===== src/rvv_rob_pkg.sv =====
// rvv backend package
// sizes, opcodes and the payload types passed between dispatch, lanes and the ROB
`default_nettype none

package rvv_rob_pkg;

  // ROB geometry
  localparam int rob_depth  = 8;
  localparam int rob_idx_w  = 3;
  localparam int num_rt_uop = 2;

  // execution lanes and their issue queues
  localparam int num_lane     = 2;
  localparam int lane_credits = 2;
  localparam int cred_w       = 2;
  localparam int lane_q_ptr_w = 1;

  // datapath
  localparam int data_w     = 32;
  localparam int vreg_idx_w = 5;

  // issue to writeback, in cycles
  localparam int lat_alu    = 2;
  localparam int lat_mul    = 4;
  localparam int lat_cnt_w  = 2;

  typedef enum logic [2:0] {
    op_add,
    op_sub,
    op_xor,
    op_sll,
    op_mul
  } uop_op_e;

  // epoch flips on each flush so late results can be dropped
  typedef struct packed {
    logic                 epoch;
    logic [rob_idx_w-1:0] idx;
  } rob_tag_t;

  typedef struct packed {
    logic [vreg_idx_w-1:0] rd;
    uop_op_e               op;
  } dp2rob_t;

  typedef struct packed {
    uop_op_e           op;
    logic [data_w-1:0] src_a;
    logic [data_w-1:0] src_b;
    rob_tag_t          tag;
  } dp2lane_t;

  typedef struct packed {
    rob_tag_t          tag;
    logic [data_w-1:0] data;
  } lane2rob_t;

  typedef struct packed {
    logic [vreg_idx_w-1:0] rd;
    logic [data_w-1:0]     data;
    logic                  trap;
  } rob2rt_t;

endpackage

`default_nettype wire


===== src/rvv_rob_ifs.sv =====
// backend interfaces
// ROB allocation, credit-based lane issue and lane writeback
`timescale 1ns/1ps
`default_nettype none

// dispatch allocates one ROB entry per accepted uop
interface rob_alloc_if
  import rvv_rob_pkg::*;
();
  logic     valid;
  dp2rob_t  info;
  logic     ready;
  rob_tag_t tag;

  modport dispatch (output valid, output info, input ready, input tag);
  modport rob (input valid, input info, output ready, output tag);
endinterface

// no ready here, queue space is covered by credits
interface lane_issue_if
  import rvv_rob_pkg::*;
();
  logic     valid;
  dp2lane_t uop;
  logic     credit_return;

  modport dispatch (output valid, output uop, input credit_return);
  modport lane (input valid, input uop, output credit_return);
endinterface

// ROB always takes lane results
interface lane_wb_if
  import rvv_rob_pkg::*;
();
  logic      valid;
  lane2rob_t res;

  modport lane (output valid, output res);
  modport rob (input valid, input res);
endinterface

`default_nettype wire


===== src/rvv_dispatch.sv =====
// uop dispatch
// allocates a ROB entry and issues the uop to the lowest lane holding a credit
`timescale 1ns/1ps
`default_nettype none

module rvv_dispatch
  import rvv_rob_pkg::*;
(
  input  wire logic                  clk,
  input  wire logic                  rst_n,
  input  wire logic                  in_valid,
  input  wire uop_op_e               in_op,
  input  wire logic [vreg_idx_w-1:0] in_rd,
  input  wire logic [data_w-1:0]     in_src_a,
  input  wire logic [data_w-1:0]     in_src_b,
  output logic                       in_ready,
  output rob_tag_t                   in_tag,
  rob_alloc_if.dispatch              alloc,
  lane_issue_if.dispatch             issue [num_lane]
);

  logic [num_lane-1:0] has_cred;
  logic [num_lane-1:0] grant;
  logic                fire;
  dp2lane_t            lane_uop;

  // lowest numbered lane with a credit wins
  always_comb begin
    grant = '0;
    for (int l = 0; l < num_lane; l++) begin
      if (has_cred[l] && grant == '0) begin
        grant[l] = 1'b1;
      end
    end
  end

  assign in_ready = alloc.ready & (|has_cred);
  assign fire     = in_valid & in_ready;
  assign in_tag   = alloc.tag;

  assign alloc.valid = in_valid & (|has_cred);
  assign alloc.info  = '{rd: in_rd, op: in_op};

  // lane uop carries the tag the ROB offers this cycle
  assign lane_uop = '{op: in_op, src_a: in_src_a, src_b: in_src_b, tag: alloc.tag};

  for (genvar l = 0; l < num_lane; l++) begin : g_lane
    logic [cred_w-1:0] cred;
    logic              take;

    assign take        = fire & grant[l];
    assign has_cred[l] = (cred != '0);

    assign issue[l].valid = take;
    assign issue[l].uop   = lane_uop;

    // send and return in the same cycle cancel out
    always_ff @(posedge clk or negedge rst_n) begin
      if (!rst_n) begin
        cred <= cred_w'(lane_credits);
      end else if (take != issue[l].credit_return) begin
        if (take) begin
          cred <= cred - 1'b1;
        end else begin
          cred <= cred + 1'b1;
        end
      end
    end
  end

endmodule

`default_nettype wire


===== src/rvv_exec_lane.sv =====
// execution lane
// two-slot issue queue feeding a countdown stage, latency set by opcode
`timescale 1ns/1ps
`default_nettype none

module rvv_exec_lane
  import rvv_rob_pkg::*;
(
  input  wire logic clk,
  input  wire logic rst_n,
  lane_issue_if.lane issue,
  lane_wb_if.lane    wb
);

  dp2lane_t                q_mem [lane_credits];
  logic [lane_q_ptr_w-1:0] q_wptr;
  logic [lane_q_ptr_w-1:0] q_rptr;
  logic [cred_w-1:0]       q_cnt;
  dp2lane_t                head;
  logic [data_w-1:0]       head_res;

  logic                    ex_busy;
  logic [lat_cnt_w-1:0]    ex_cnt;
  logic                    ex_done;
  logic                    ex_load;
  rob_tag_t                ex_tag;
  logic [data_w-1:0]       ex_data;

  assign head    = q_mem[q_rptr];
  assign ex_done = ex_busy & (ex_cnt == '0);
  // next uop may enter while the current one writes back
  assign ex_load = (q_cnt != '0) & (~ex_busy | ex_done);

  always_comb begin
    case (head.op)
      op_add:  head_res = head.src_a + head.src_b;
      op_sub:  head_res = head.src_a - head.src_b;
      op_xor:  head_res = head.src_a ^ head.src_b;
      op_sll:  head_res = head.src_a << head.src_b[$clog2(data_w)-1:0];
      // low half of the product
      op_mul:  head_res = head.src_a * head.src_b;
      default: head_res = '0;
    endcase
  end

  // issue queue
  always_ff @(posedge clk) begin
    if (issue.valid) begin
      q_mem[q_wptr] <= issue.uop;
    end
  end

  always_ff @(posedge clk or negedge rst_n) begin
    if (!rst_n) begin
      q_wptr <= '0;
      q_rptr <= '0;
      q_cnt  <= '0;
    end else begin
      if (issue.valid) begin
        q_wptr <= q_wptr + 1'b1;
      end
      if (ex_load) begin
        q_rptr <= q_rptr + 1'b1;
      end
      if (issue.valid && !ex_load) begin
        q_cnt <= q_cnt + 1'b1;
      end else if (!issue.valid && ex_load) begin
        q_cnt <= q_cnt - 1'b1;
      end
    end
  end

  // exec stage: the loaded count covers the cycles after the queue cycle
  always_ff @(posedge clk or negedge rst_n) begin
    if (!rst_n) begin
      ex_busy <= 1'b0;
      ex_cnt  <= '0;
    end else if (ex_load) begin
      ex_busy <= 1'b1;
      ex_cnt  <= (head.op == op_mul) ? lat_cnt_w'(lat_mul - 2) : lat_cnt_w'(lat_alu - 2);
    end else if (ex_done) begin
      ex_busy <= 1'b0;
    end else if (ex_busy) begin
      ex_cnt <= ex_cnt - 1'b1;
    end
  end

  always_ff @(posedge clk) begin
    if (ex_load) begin
      ex_tag  <= head.tag;
      ex_data <= head_res;
    end
  end

  assign wb.valid            = ex_done;
  assign wb.res              = '{tag: ex_tag, data: ex_data};
  assign issue.credit_return = ex_done;

endmodule

`default_nettype wire


===== src/rvv_backend_rob.sv =====
// reorder buffer
// tracks uops in program order, collects lane results, retires in order and flushes on trap
`timescale 1ns/1ps
`default_nettype none

module rvv_backend_rob
  import rvv_rob_pkg::*;
(
  input  wire logic                    clk,
  input  wire logic                    rst_n,
  rob_alloc_if.rob                     alloc,
  lane_wb_if.rob                       wb [num_lane],
  output logic [num_rt_uop-1:0]        rt_valid,
  output rob2rt_t [num_rt_uop-1:0]     rt_uop,
  input  wire logic [num_rt_uop-1:0]   rt_ready,
  input  wire logic                    trap_valid,
  input  wire logic [rob_idx_w-1:0]    trap_entry
);

  // entry state
  dp2rob_t              info_mem [rob_depth];
  logic [data_w-1:0]    res_mem  [rob_depth];
  logic [rob_depth-1:0] valid_q;
  logic [rob_depth-1:0] done_q;
  logic [rob_depth-1:0] trap_q;

  logic [rob_idx_w-1:0] wptr;
  logic [rob_idx_w-1:0] rptr;
  logic                 epoch;

  logic                 alloc_fire;
  logic [num_lane-1:0]  wb_valid;
  logic [num_lane-1:0]  wb_hit;
  rob_tag_t             wb_tag  [num_lane];
  logic [data_w-1:0]    wb_data [num_lane];

  logic [rob_idx_w-1:0]  rd_idx [num_rt_uop];
  logic [num_rt_uop-1:0] pop;
  logic [num_rt_uop-1:0] pop_trap;
  logic [rob_idx_w-1:0]  n_pop;
  logic                  flush;

  // full when the next slot to allocate is still in use
  assign alloc.ready = ~valid_q[wptr];
  assign alloc.tag   = '{epoch: epoch, idx: wptr};
  assign alloc_fire  = alloc.valid & alloc.ready;

  for (genvar l = 0; l < num_lane; l++) begin : g_wb
    assign wb_valid[l] = wb[l].valid;
    assign wb_tag[l]   = wb[l].res.tag;
    assign wb_data[l]  = wb[l].res.data;
    // results from before the last flush are dropped
    assign wb_hit[l]   = wb_valid[l] & (wb_tag[l].epoch == epoch) & valid_q[wb_tag[l].idx];
  end

  // retire slots, oldest first
  for (genvar k = 0; k < num_rt_uop; k++) begin : g_rt
    assign rd_idx[k] = rptr + rob_idx_w'(k);

    if (k == 0) begin : g_head
      assign rt_valid[k] = valid_q[rd_idx[k]] & done_q[rd_idx[k]];
      assign pop[k]      = rt_valid[k] & rt_ready[k];
    end else begin : g_next
      // nothing retires past a trapped uop
      assign rt_valid[k] = rt_valid[k-1] & valid_q[rd_idx[k]] & done_q[rd_idx[k]] &
                           ~trap_q[rd_idx[k-1]];
      assign pop[k]      = pop[k-1] & rt_valid[k] & rt_ready[k];
    end

    assign rt_uop[k] = '{rd:   info_mem[rd_idx[k]].rd,
                         data: res_mem[rd_idx[k]],
                         trap: trap_q[rd_idx[k]]};
    assign pop_trap[k] = pop[k] & trap_q[rd_idx[k]];
  end

  assign flush = |pop_trap;

  always_comb begin
    n_pop = '0;
    for (int k = 0; k < num_rt_uop; k++) begin
      if (pop[k]) begin
        n_pop = n_pop + rob_idx_w'(1);
      end
    end
  end

  // payload memories
  always_ff @(posedge clk) begin
    if (alloc_fire) begin
      info_mem[wptr] <= alloc.info;
    end
    for (int l = 0; l < num_lane; l++) begin
      if (wb_hit[l]) begin
        res_mem[wb_tag[l].idx] <= wb_data[l];
      end
    end
  end

  always_ff @(posedge clk or negedge rst_n) begin
    if (!rst_n) begin
      valid_q <= '0;
      done_q  <= '0;
      trap_q  <= '0;
      wptr    <= '0;
      rptr    <= '0;
      epoch   <= 1'b0;
    end else if (flush) begin
      // trapped uop left, everything younger is dropped
      valid_q <= '0;
      done_q  <= '0;
      trap_q  <= '0;
      wptr    <= '0;
      rptr    <= '0;
      epoch   <= ~epoch;
    end else begin
      for (int k = 0; k < num_rt_uop; k++) begin
        if (pop[k]) begin
          valid_q[rd_idx[k]] <= 1'b0;
          done_q[rd_idx[k]]  <= 1'b0;
          trap_q[rd_idx[k]]  <= 1'b0;
        end
      end
      if (alloc_fire) begin
        valid_q[wptr] <= 1'b1;
        done_q[wptr]  <= 1'b0;
        trap_q[wptr]  <= 1'b0;
        wptr          <= wptr + 1'b1;
      end
      for (int l = 0; l < num_lane; l++) begin
        if (wb_hit[l]) begin
          done_q[wb_tag[l].idx] <= 1'b1;
        end
      end
      // trap only marks a live entry
      if (trap_valid && valid_q[trap_entry]) begin
        trap_q[trap_entry] <= 1'b1;
      end
      rptr <= rptr + n_pop;
    end
  end

endmodule

`default_nettype wire


===== src/rvv_backend_top.sv =====
// vector backend top
// dispatch, two execution lanes and the reorder buffer
`timescale 1ns/1ps
`default_nettype none

module rvv_backend_top
  import rvv_rob_pkg::*;
(
  input  wire logic                    clk,
  input  wire logic                    rst_n,
  // uop input
  input  wire logic                    in_valid,
  input  wire uop_op_e                 in_op,
  input  wire logic [vreg_idx_w-1:0]   in_rd,
  input  wire logic [data_w-1:0]       in_src_a,
  input  wire logic [data_w-1:0]       in_src_b,
  output logic                         in_ready,
  output rob_tag_t                     in_tag,
  // retire
  output logic [num_rt_uop-1:0]        rt_valid,
  output rob2rt_t [num_rt_uop-1:0]     rt_uop,
  input  wire logic [num_rt_uop-1:0]   rt_ready,
  // trap, always accepted
  input  wire logic                    trap_valid,
  input  wire logic [rob_idx_w-1:0]    trap_entry
);

  rob_alloc_if  alloc_if ();
  lane_issue_if issue_if [num_lane] ();
  lane_wb_if    wb_if    [num_lane] ();

  rvv_dispatch u_dispatch (
    .clk      (clk),
    .rst_n    (rst_n),
    .in_valid (in_valid),
    .in_op    (in_op),
    .in_rd    (in_rd),
    .in_src_a (in_src_a),
    .in_src_b (in_src_b),
    .in_ready (in_ready),
    .in_tag   (in_tag),
    .alloc    (alloc_if),
    .issue    (issue_if)
  );

  for (genvar l = 0; l < num_lane; l++) begin : g_lane
    rvv_exec_lane u_lane (
      .clk   (clk),
      .rst_n (rst_n),
      .issue (issue_if[l]),
      .wb    (wb_if[l])
    );
  end

  rvv_backend_rob u_rob (
    .clk        (clk),
    .rst_n      (rst_n),
    .alloc      (alloc_if),
    .wb         (wb_if),
    .rt_valid   (rt_valid),
    .rt_uop     (rt_uop),
    .rt_ready   (rt_ready),
    .trap_valid (trap_valid),
    .trap_entry (trap_entry)
  );

endmodule

`default_nettype wire


===== config.mk =====
export PLATFORM = sky130hd
export DESIGN_NAME = rvv_backend_top
export DESIGN_NICKNAME = d
export VERILOG_FILES = /design/src/rvv_rob_pkg.sv /design/src/rvv_rob_ifs.sv /design/src/rvv_dispatch.sv /design/src/rvv_exec_lane.sv /design/src/rvv_backend_rob.sv /design/src/rvv_backend_top.sv
export SDC_FILE = /design/constraint.sdc
export NUM_CORES = 2
export LEC_CHECK = 0
export BUFFER_PORTS_ARGS = -buffer_cell sky130_fd_sc_hd__clkbuf_2
export CORE_MARGIN = 5
export CORE_UTILIZATION = 65
export DETAILED_ROUTE_END_ITERATION = 8
export PLACE_DENSITY_LB_ADDON = 0.15
export SYNTH_ARGS = -nofsm -noshare
export SYNTH_HDL_FRONTEND = slang
export SYNTH_SLANG_ARGS = --single-unit

===== constraint.sdc =====
create_clock -name clk -period 21 [get_ports clk]
set_input_delay 4.2 -clock clk [delete_from_list [all_inputs] [get_ports clk]]
set_output_delay 4.2 -clock clk [all_outputs]
set_load 0.02 [all_outputs]

# ---- Yosys cells after proc, flatten, opt, wreduce, memory -nomap -nowiden
# Memory sizes are Yosys's and may differ from the RTL's.
# Index checks and enable logic that the tools add are counted.
dict set report totals {
  input_bits 81
  word_cells 256
  ramBits 604
  latch_bits 0
  register_bits 121
  memories 4
  out_inout_bits 83
  mem_bits_ro 0
}
dict set report classes {
  shifts 2
  n_lt_le_gt_ge 12
  mux 93
  mul 2
  div 0
  n_bitwise 48
  eq_ne 14
  add_sub_neg 22
  n_reduce_logical 35
}
# memory depth word_bits read_ports rd_clocked_by_memory_dff wr line_no
set memory_table {}
lappend memory_table {u_rob.res_mem 8 32 2 0 2 rvv_backend_rob.sv:22} ;# logic [data_w-1:0] res_mem [rob_depth];
lappend memory_table {{g_lane[0].u_lane.q_mem} 2 71 1 0 1 rvv_exec_lane.sv:15} ;# dp2lane_t q_mem [lane_credits];
lappend memory_table {{g_lane[1].u_lane.q_mem} 2 71 1 0 1 rvv_exec_lane.sv:15}
lappend memory_table {u_rob.info_mem 8 8 2 0 1 rvv_backend_rob.sv:21} ;# dp2rob_t info_mem [rob_depth];
# op count
set op_table {}
lappend op_table {{case mux 32 bit (5 select lines)} 2}
lappend op_table {{2-to-1 mux 8 bit} 24}
lappend op_table {{adder 32 bit} 2}
lappend op_table {{bitwise AND 8 bit} 8}
lappend op_table {{multiplier 32 x 32 -> 32 bit} 2}
lappend op_table {{left shift 32 x 5 -> 32 bit} 2}
lappend op_table {{subtractor 32 bit} 2}
lappend op_table {{XOR 32 bit} 2}
lappend op_table {{2-to-1 mux 1 bit} 33}
lappend op_table {{bitwise OR 8 bit} 4}
lappend op_table {{binary-select mux 1 bit (select 3 bit)} 10}
lappend op_table {{2-to-1 mux 2 bit} 14}
lappend op_table {{< comparator 3 x 4 -> 1 bit, second input constant} 6}
lappend op_table {{NOT 8 bit} 3}
lappend op_table {{bitwise AND 1 bit} 23}
lappend op_table {{nonzero test 2 bit} 11}
lappend op_table {{demux 1 bit (select 3 bit)} 6}
lappend op_table {{>= comparator 3 x 1 -> 1 bit, second input constant} 6}
lappend op_table {{== test 3 x 2 -> 1 bit, second input constant} 4}
lappend op_table {{logical AND 1 bit} 12}
lappend op_table {{2-to-1 mux 3 bit} 4}
lappend op_table {{subtractor 2 x 1 -> 2 bit, second input constant} 6}
lappend op_table {{adder 2 x 1 -> 2 bit, second input constant} 4}
lappend op_table {{adder 3 x 1 -> 3 bit, second input constant} 2}
lappend op_table {{15 further kinds} 36}

# ---- Logic depth before layout (Yosys ltp)
dict set report logic_depth {
  word_depth 23
  mapped_depth 34
  depth_no_buf 28
}

# ---- Modules after synthesis
# From an unflattened synthesis, not the netlist that was laid out.
dict set report hier_totals {
  cells_unflattened 7057
  hier_area_um2 72137.9
}
# module instances seq_area_each_um2 area_each_um2 cells_each
set modules_own_cells {}
lappend modules_own_cells {{rvv_exec_lane at g_lane[1].u_lane} 1 5520.3 26444.1 2702}
lappend modules_own_cells {{rvv_exec_lane at g_lane[0].u_lane} 1 5520.3 26152.6 2687}
lappend modules_own_cells {rvv_backend_rob 1 9664.3 18108.6 1485}
lappend modules_own_cells {rvv_dispatch 1 102.6 1432.6 183}

# ---- Least setup slack after synthesis
# OpenSTA, ideal clock, no wires.
dict set report synth_timing {
  path_kind {in2reg}
  from {input port in_valid}
  to {memory g_lane[0].u_lane.q_mem[0][0] in the netlist's numbering (enable)}
  path_buffers 0
  stages 2
  required_time_ns 20.412
  path_slack_ns 11.146
  setup_ns 0.588
  arrival_ns 9.266
  path_cell_list {nand2_1 nor3_1}
}
dict set report synth_between {
  elab_chain_cells 4
}
# element line_no
set synth_rtl {}
lappend synth_rtl {{start, declared} rvv_backend_top.sv:12} ;# input wire logic in_valid,
lappend synth_rtl {{bitwise AND 1 bit} rvv_dispatch.sv:38} ;# assign fire = in_valid & in_ready;
lappend synth_rtl {{bitwise AND 1 bit} rvv_dispatch.sv:51} ;# assign take = fire & grant[l];
lappend synth_rtl {{2-to-1 mux 1 bit} rvv_exec_lane.sv:48} ;# if (issue.valid) begin
lappend synth_rtl {{2-to-1 mux 1 bit (implied by the code)} rvv_exec_lane.sv:49} ;# q_mem[q_wptr] <= issue.uop;
lappend synth_rtl {{end, declared} rvv_exec_lane.sv:15}
# No other way between the ends.

# ---- Worst setup path after layout
dict set report layout_timing {
  from {register g_lane[0].u_lane.q_rptr}
  to {register g_lane[0].u_lane.ex_data[31] (data pin)}
}
dict set report layout_between {
  elab_chain_cells 3
  word_cells_on_any_way 12
  classes_between {2 x add/sub; 1 x mul; 4 x eq/ne; 1 x shift; 1 x mux; 1 x bitwise; 1 x reduce/logical; 1 x memory}
}
# element line_no
set layout_rtl {}
lappend layout_rtl {{start, declared} rvv_exec_lane.sv:17} ;# logic [lane_q_ptr_w-1:0] q_rptr;
lappend layout_rtl {{start signal, assigned} rvv_exec_lane.sv:63} ;# q_rptr <= q_rptr + 1'b1;
lappend layout_rtl {{memory read (2 x 71 bit) (*)} -}
lappend layout_rtl {{multiplier 32 x 32 -> 32 bit (tied with other cells)} rvv_exec_lane.sv:41} ;# op_mul: head_res = head.src_a * head.src_b;
lappend layout_rtl {{case mux 32 bit (5 select lines) (*)} rvv_exec_lane.sv:35} ;# case (head.op)
lappend layout_rtl {{via g_lane[0].u_lane.head_res[31]} rvv_exec_lane.sv:20} ;# logic [data_w-1:0] head_res;
lappend layout_rtl {{end signal, assigned} rvv_exec_lane.sv:91} ;# ex_data <= head_res;
lappend layout_rtl {{end, declared} rvv_exec_lane.sv:27} ;# logic [data_w-1:0] ex_data;
# Mark *: on every way through the listed nets, which the timed path passes. The rest lies on a longest branch.
# A chain may end at the register's enable or synchronous reset.

==> run summary <==
The distinct cell type count after synthesis is 86. The tightest slew margin relative to the limit came out at 0.1818. Setup repair after global routing left no endpoint under its margin.

The area of the mapped netlist came out at between 0.06 and 0.07 mm^2. The path type of the worst setup path is reg -> reg. The number of H-tree branching levels is 3. The actual transition at the worst max-transition pin came out at 1.193 ns.

Among all stages on the critical path, the largest delay is contributed by sky130_fd_sc_hd__dfrtp_4. Of all flip-flops after synthesis, the portion carrying an async set or reset was 0.06990. Synthesis inferred roughly 700 register bits. The number of max-slew violations in the final report came to 0. The net count after synthesis is 7997. The number of nets at the end of the flow is 8074. The last weighted congestion value of the routability-driven placer is 1.080.

The endpoint class of the critical path is a flop. Among all flip-flop cells after synthesis, the most frequent one is sky130_fd_sc_hd__edfxtp_1. The cell that appears most often on the critical path is sky130_fd_sc_hd__fa_1.

The total congestion overflow is 0. The area of the placeable core is roughly 0.11 mm^2. The sequential element share of the synthesized area is 0.2999. The relative area change from synthesis to final layout came out at 7.602%. The total global routing track utilization is 0.4220. The clock transition at the registers of the reported paths is roughly 0.06 ns. No sink is reached through more buffers than the 3 on the longest clock path. The area of all placed cells without fillers is 0.07467 mm^2. The kind of start point of the critical path is a flop. The pre-antenna-repair detailed-routing pass consisted of 9 iterations.

The met3 usage in global routing is 0.1347. Together, buffers and inverters on the worst path number 3. Clock tree synthesis selected as its root buffer the cell sky130_fd_sc_hd__clkbuf_16.

The number of nets with antenna violations after routing came out at 0. The number of synthesis warnings is 0. The setup slack of the critical path after layout came out at 10.75 ns. The clock reaches the later pin of the worst-skew pair after 0.68 ns. The number of buffers inserted by hold repair at cts is 0.

The die is 336.7 um tall. The path category of the worst min-delay check is reg -> reg. The die area is roughly 0.11 mm^2. The cell area after placement came out at 0.07225 mm^2. The routed length per instance is 28.89 um. The met1 usage in global routing came out at 0.5433. The number of instances resized during post-cts repair came out at 0.

The fraction of the core area covered by cells at the end of the flow is 0.7063. Detailed placement ended at an HPWL of 170.9 mm. The global routing stage identified its most utilized layer as met2.

The violation count after the first detailed-routing iteration is 7482. The instance count of the mapped netlist came out at 6745. Prior to clock tree synthesis, the placed netlist has a worst setup slack of 11.03 ns. The met2 track utilization from global routing came out at 0.6266. Of the available clock period, the critical path in the final layout requires 0.4883. The TritonCTS buffer count came out at 76. The highest achievable clock rate is 0.09752 GHz. The final-report hold violation count is 0. Of all nets on the critical path, the largest fanout is 38. The arrival time reported for the critical path endpoint is 10.62 ns.

In the final layout, the share of cells above drive strength 1 is 0.1323. The first global-routing pass estimated 353.8 mm of wire. The kind of cell with the highest combined delay along the critical path is adder cells. The maximum number of pins on one net before global-route repair came out at 64.

The flow ran to the end, but the final reports show violations. The initial antenna violation count is 21. Walking the worst path, the cells encountered are buf_4, mux2i_2, inv_1, nand2_1, fa_1, fa_1, fa_1, fa_1, fa_1, inv_1, fa_1, fa_1, fa_1, ha_1, and3_1, and3_1, nand4_1, a311oi_1, o21ai_0, a211oi_1, o41ai_1, xor2_1, nor2_1, a221o_1.

The residual DRC count came out at 3. The number of global-route vias before repair is 56100. In this run, synthesis inferred 652 flip-flops with an integrated enable. The via count of the routed design came out at 55520. The number of buffers added for setup after CTS came out at 0. The delay of the slowest cell on the worst path is 0.89 ns.

The final layout contains routed wiring with a total length of between 200 and 250 mm. For this design, the sink count on the clock tree is 701. The initial core utilization is 0.6564. The cell row count came out at 119.

The clock period could shrink to 10.25 ns. TritonCTS built the clock tree. The number of max-capacitance violations reported came out at 0. The mean instance size in the synthesized netlist came out at 10.29 um^2. Setup violations remaining at the end of the flow were counted as 0.

Measured along the x axis, the die boundary spans 336.7 um. The largest clock skew in the final design came out at 0.06771 ns. The final reports fail on design-rule violations.

The boundary pin count is 164. The count of buffers added on input and output ports is 163. The data required time of the critical path is around 21 ns. The setup TNS is 0 ns.

Dividing the detail-routed via count by the number of cells gives 6.702.
-- flip-flops by register name (all words and copies together) (netlist names) --
register and cells:
g_lane.u_lane.q_mem 284, u_rob.trap_q 8, u_dispatch.g_lane.cred 4, u_rob.res_mem 256, u_rob.done_q 8, g_lane.u_lane.q_cnt 4, u_rob.rptr 3, g_lane.u_lane.ex_busy 2
g_lane.u_lane.q_rptr 2, u_rob.epoch 1, g_lane.u_lane.q_wptr 2, g_lane.u_lane.ex_cnt 4, u_rob.info_mem 40, g_lane.u_lane.ex_data 64, u_rob.valid_q 8, u_rob.wptr 3
g_lane.u_lane.wb.res 8
-- synthesized netlist by cell type (12+ instances only) --
library cell               instances  area share
sky130_fd_sc_hd__or2_2            13      0.0012
sky130_fd_sc_hd__xor2_1           83       0.010
sky130_fd_sc_hd__xnor2_1         240       0.030
sky130_fd_sc_hd__a21oi_1         205       0.015
sky130_fd_sc_hd__and2_1           19      0.0017
sky130_fd_sc_hd__mux2i_1         188       0.027
sky130_fd_sc_hd__o211ai_1         28      0.0030
sky130_fd_sc_hd__buf_2            25      0.0018
sky130_fd_sc_hd__mux2_2          309       0.050
sky130_fd_sc_hd__clkbuf_1        234       0.013
sky130_fd_sc_hd__nand4_1          85      0.0077
sky130_fd_sc_hd__ha_1            352       0.063
sky130_fd_sc_hd__a31oi_1          22      0.0020
sky130_fd_sc_hd__dfrtp_1          47       0.017
sky130_fd_sc_hd__buf_1            58      0.0031
sky130_fd_sc_hd__clkinv_1         22      0.0012
sky130_fd_sc_hd__nor3_1           46      0.0033
sky130_fd_sc_hd__fa_1            819        0.24
sky130_fd_sc_hd__nor2_1          868       0.047
sky130_fd_sc_hd__o21ai_0         138       0.010
sky130_fd_sc_hd__a21o_1           42      0.0045
sky130_fd_sc_hd__a22oi_1         324       0.035
sky130_fd_sc_hd__nand2_1         576       0.031
sky130_fd_sc_hd__inv_2            29      0.0016
sky130_fd_sc_hd__a211oi_1         35      0.0038
sky130_fd_sc_hd__o22ai_1          20      0.0018
sky130_fd_sc_hd__nand2b_1         44      0.0040
sky130_fd_sc_hd__o21a_1           15      0.0016
sky130_fd_sc_hd__o221ai_1         30      0.0038
sky130_fd_sc_hd__nand3_1          43      0.0031
sky130_fd_sc_hd__nor2b_1          23      0.0021
sky130_fd_sc_hd__mux2i_2          25      0.0050
sky130_fd_sc_hd__edfxtp_1        652        0.28
sky130_fd_sc_hd__a222oi_1         12      0.0017
sky130_fd_sc_hd__inv_1           854       0.046
sky130_fd_sc_hd__and3_1           25      0.0023
sky130_fd_sc_hd__a32oi_1          12      0.0015
sky130_fd_sc_hd__a221oi_1         20      0.0025
-- through the flow --
stage               hold slack [ns]  cells
floorplan                    0.4563   6745
detailed placement           0.4777   8135
finish                       0.4868   8284
CTS                          0.4852   8270
global route                 0.5025   8273
global placement             0.4748   8135
-- worst register-to-register path: stages, from the launching register on --
cell and delay (ns):
sky130_fd_sc_hd__dfrtp_4 0.89, sky130_fd_sc_hd__buf_4 0.69, sky130_fd_sc_hd__mux2i_2 0.81, sky130_fd_sc_hd__inv_1 0.48, sky130_fd_sc_hd__nand2_1 0.22, sky130_fd_sc_hd__fa_1 0.46
sky130_fd_sc_hd__fa_1 0.54, sky130_fd_sc_hd__fa_1 0.59, sky130_fd_sc_hd__fa_1 0.45, sky130_fd_sc_hd__fa_1 0.55, sky130_fd_sc_hd__inv_1 0.05, sky130_fd_sc_hd__fa_1 0.45
sky130_fd_sc_hd__fa_1 0.51, sky130_fd_sc_hd__fa_1 0.42, sky130_fd_sc_hd__ha_1 0.33, sky130_fd_sc_hd__and3_1 0.23, sky130_fd_sc_hd__and3_1 0.21, sky130_fd_sc_hd__nand4_1 0.11
sky130_fd_sc_hd__a311oi_1 0.08, sky130_fd_sc_hd__o21ai_0 0.75, sky130_fd_sc_hd__a211oi_1 0.24, sky130_fd_sc_hd__o41ai_1 0.36, sky130_fd_sc_hd__xor2_1 0.19, sky130_fd_sc_hd__nor2_1 0.05
sky130_fd_sc_hd__a221o_1 0.29
-- layout by cell type, fill, tap and decap left out, types with 35 or more instances in the layout --
cell type                   count
sky130_fd_sc_hd__clkbuf_16     76
sky130_fd_sc_hd__nand3_1       43
sky130_fd_sc_hd__mux2i_2       41
sky130_fd_sc_hd__nand4_1       85
sky130_fd_sc_hd__a211oi_1      35
sky130_fd_sc_hd__fa_1         819
sky130_fd_sc_hd__buf_4        172
sky130_fd_sc_hd__ha_1         352
sky130_fd_sc_hd__nand2_1      575
sky130_fd_sc_hd__xnor2_1      240
sky130_fd_sc_hd__xor2_1        83
sky130_fd_sc_hd__edfxtp_1     652
sky130_fd_sc_hd__o21ai_0      138
sky130_fd_sc_hd__a22oi_1      324
sky130_fd_sc_hd__inv_1        853
sky130_fd_sc_hd__a21oi_1      205
sky130_fd_sc_hd__mux2_2       309
sky130_fd_sc_hd__nand2b_1      43
sky130_fd_sc_hd__nor3_1        40
sky130_fd_sc_hd__dfrtp_1       45
sky130_fd_sc_hd__a21o_1        42
sky130_fd_sc_hd__mux2i_1      157
sky130_fd_sc_hd__clkbuf_2     163
sky130_fd_sc_hd__nor2_1       860
-- path summary, 6_finish.rpt --
kind                                            from                      endpoint  slack (ns)  cells after the start
max                          g_lane[0].u_lane.q_rptr  g_lane[0].u_lane.ex_data[31]       10.75                     24
min                        g_lane[0].u_lane.q_cnt[1]     g_lane[0].u_lane.q_cnt[1]        0.49                      1
max reg2reg                  g_lane[0].u_lane.q_rptr  g_lane[0].u_lane.ex_data[31]       10.75                     24
min reg2reg                g_lane[0].u_lane.q_cnt[1]     g_lane[0].u_lane.q_cnt[1]        0.49                      1
max in group asynchronous                      rst_n       g_lane[1].u_lane.q_rptr       16.69                      2
min in group asynchronous                      rst_n      g_lane[0].u_lane.ex_busy        3.67                      2
-- final cells by class --
| cell class | instances | area (um^2) |
|---|---|---|
| Tap cell | 1391 | 1740 |
| Sequential cell | 701 | 20820 |
| Clock buffer | 95 | 1993 |
| Inverter | 905 | 3397 |
| Multi-Input combinational cell | 4803 | 44190 |
| Clock inverter | 40 | 389.1 |
| Antenna cell | 14 | 35.03 |
| Fill cell | 7825 | 31050 |
| Timing Repair Buffer | 335 | 2107 |
-- per-layer routing --
layer | vias up | wire length (um)
li1 | 22940 | -
met1 | 27010 | 83280
met2 | 4400 | 101800
met3 | 1158 | 34410
met4 | 12 | 19740
met5 | - | 89
-- cell families after synthesis --
kind of cell,count (synthesis),synth area share
adders and majority gates,1171,0.2997
buffers and inverters,1241,0.06904
and+or+nand+nor,1777,0.1074
DFF,701,0.2999
AOI/OAI and AO/OA,1000,0.09814
muxes,530,0.08449
xor gates and xnor gates,325,0.04133
Power is not shown: default switching activity piles up to over one toggle a cycle in this logic, so the estimate is an artifact.
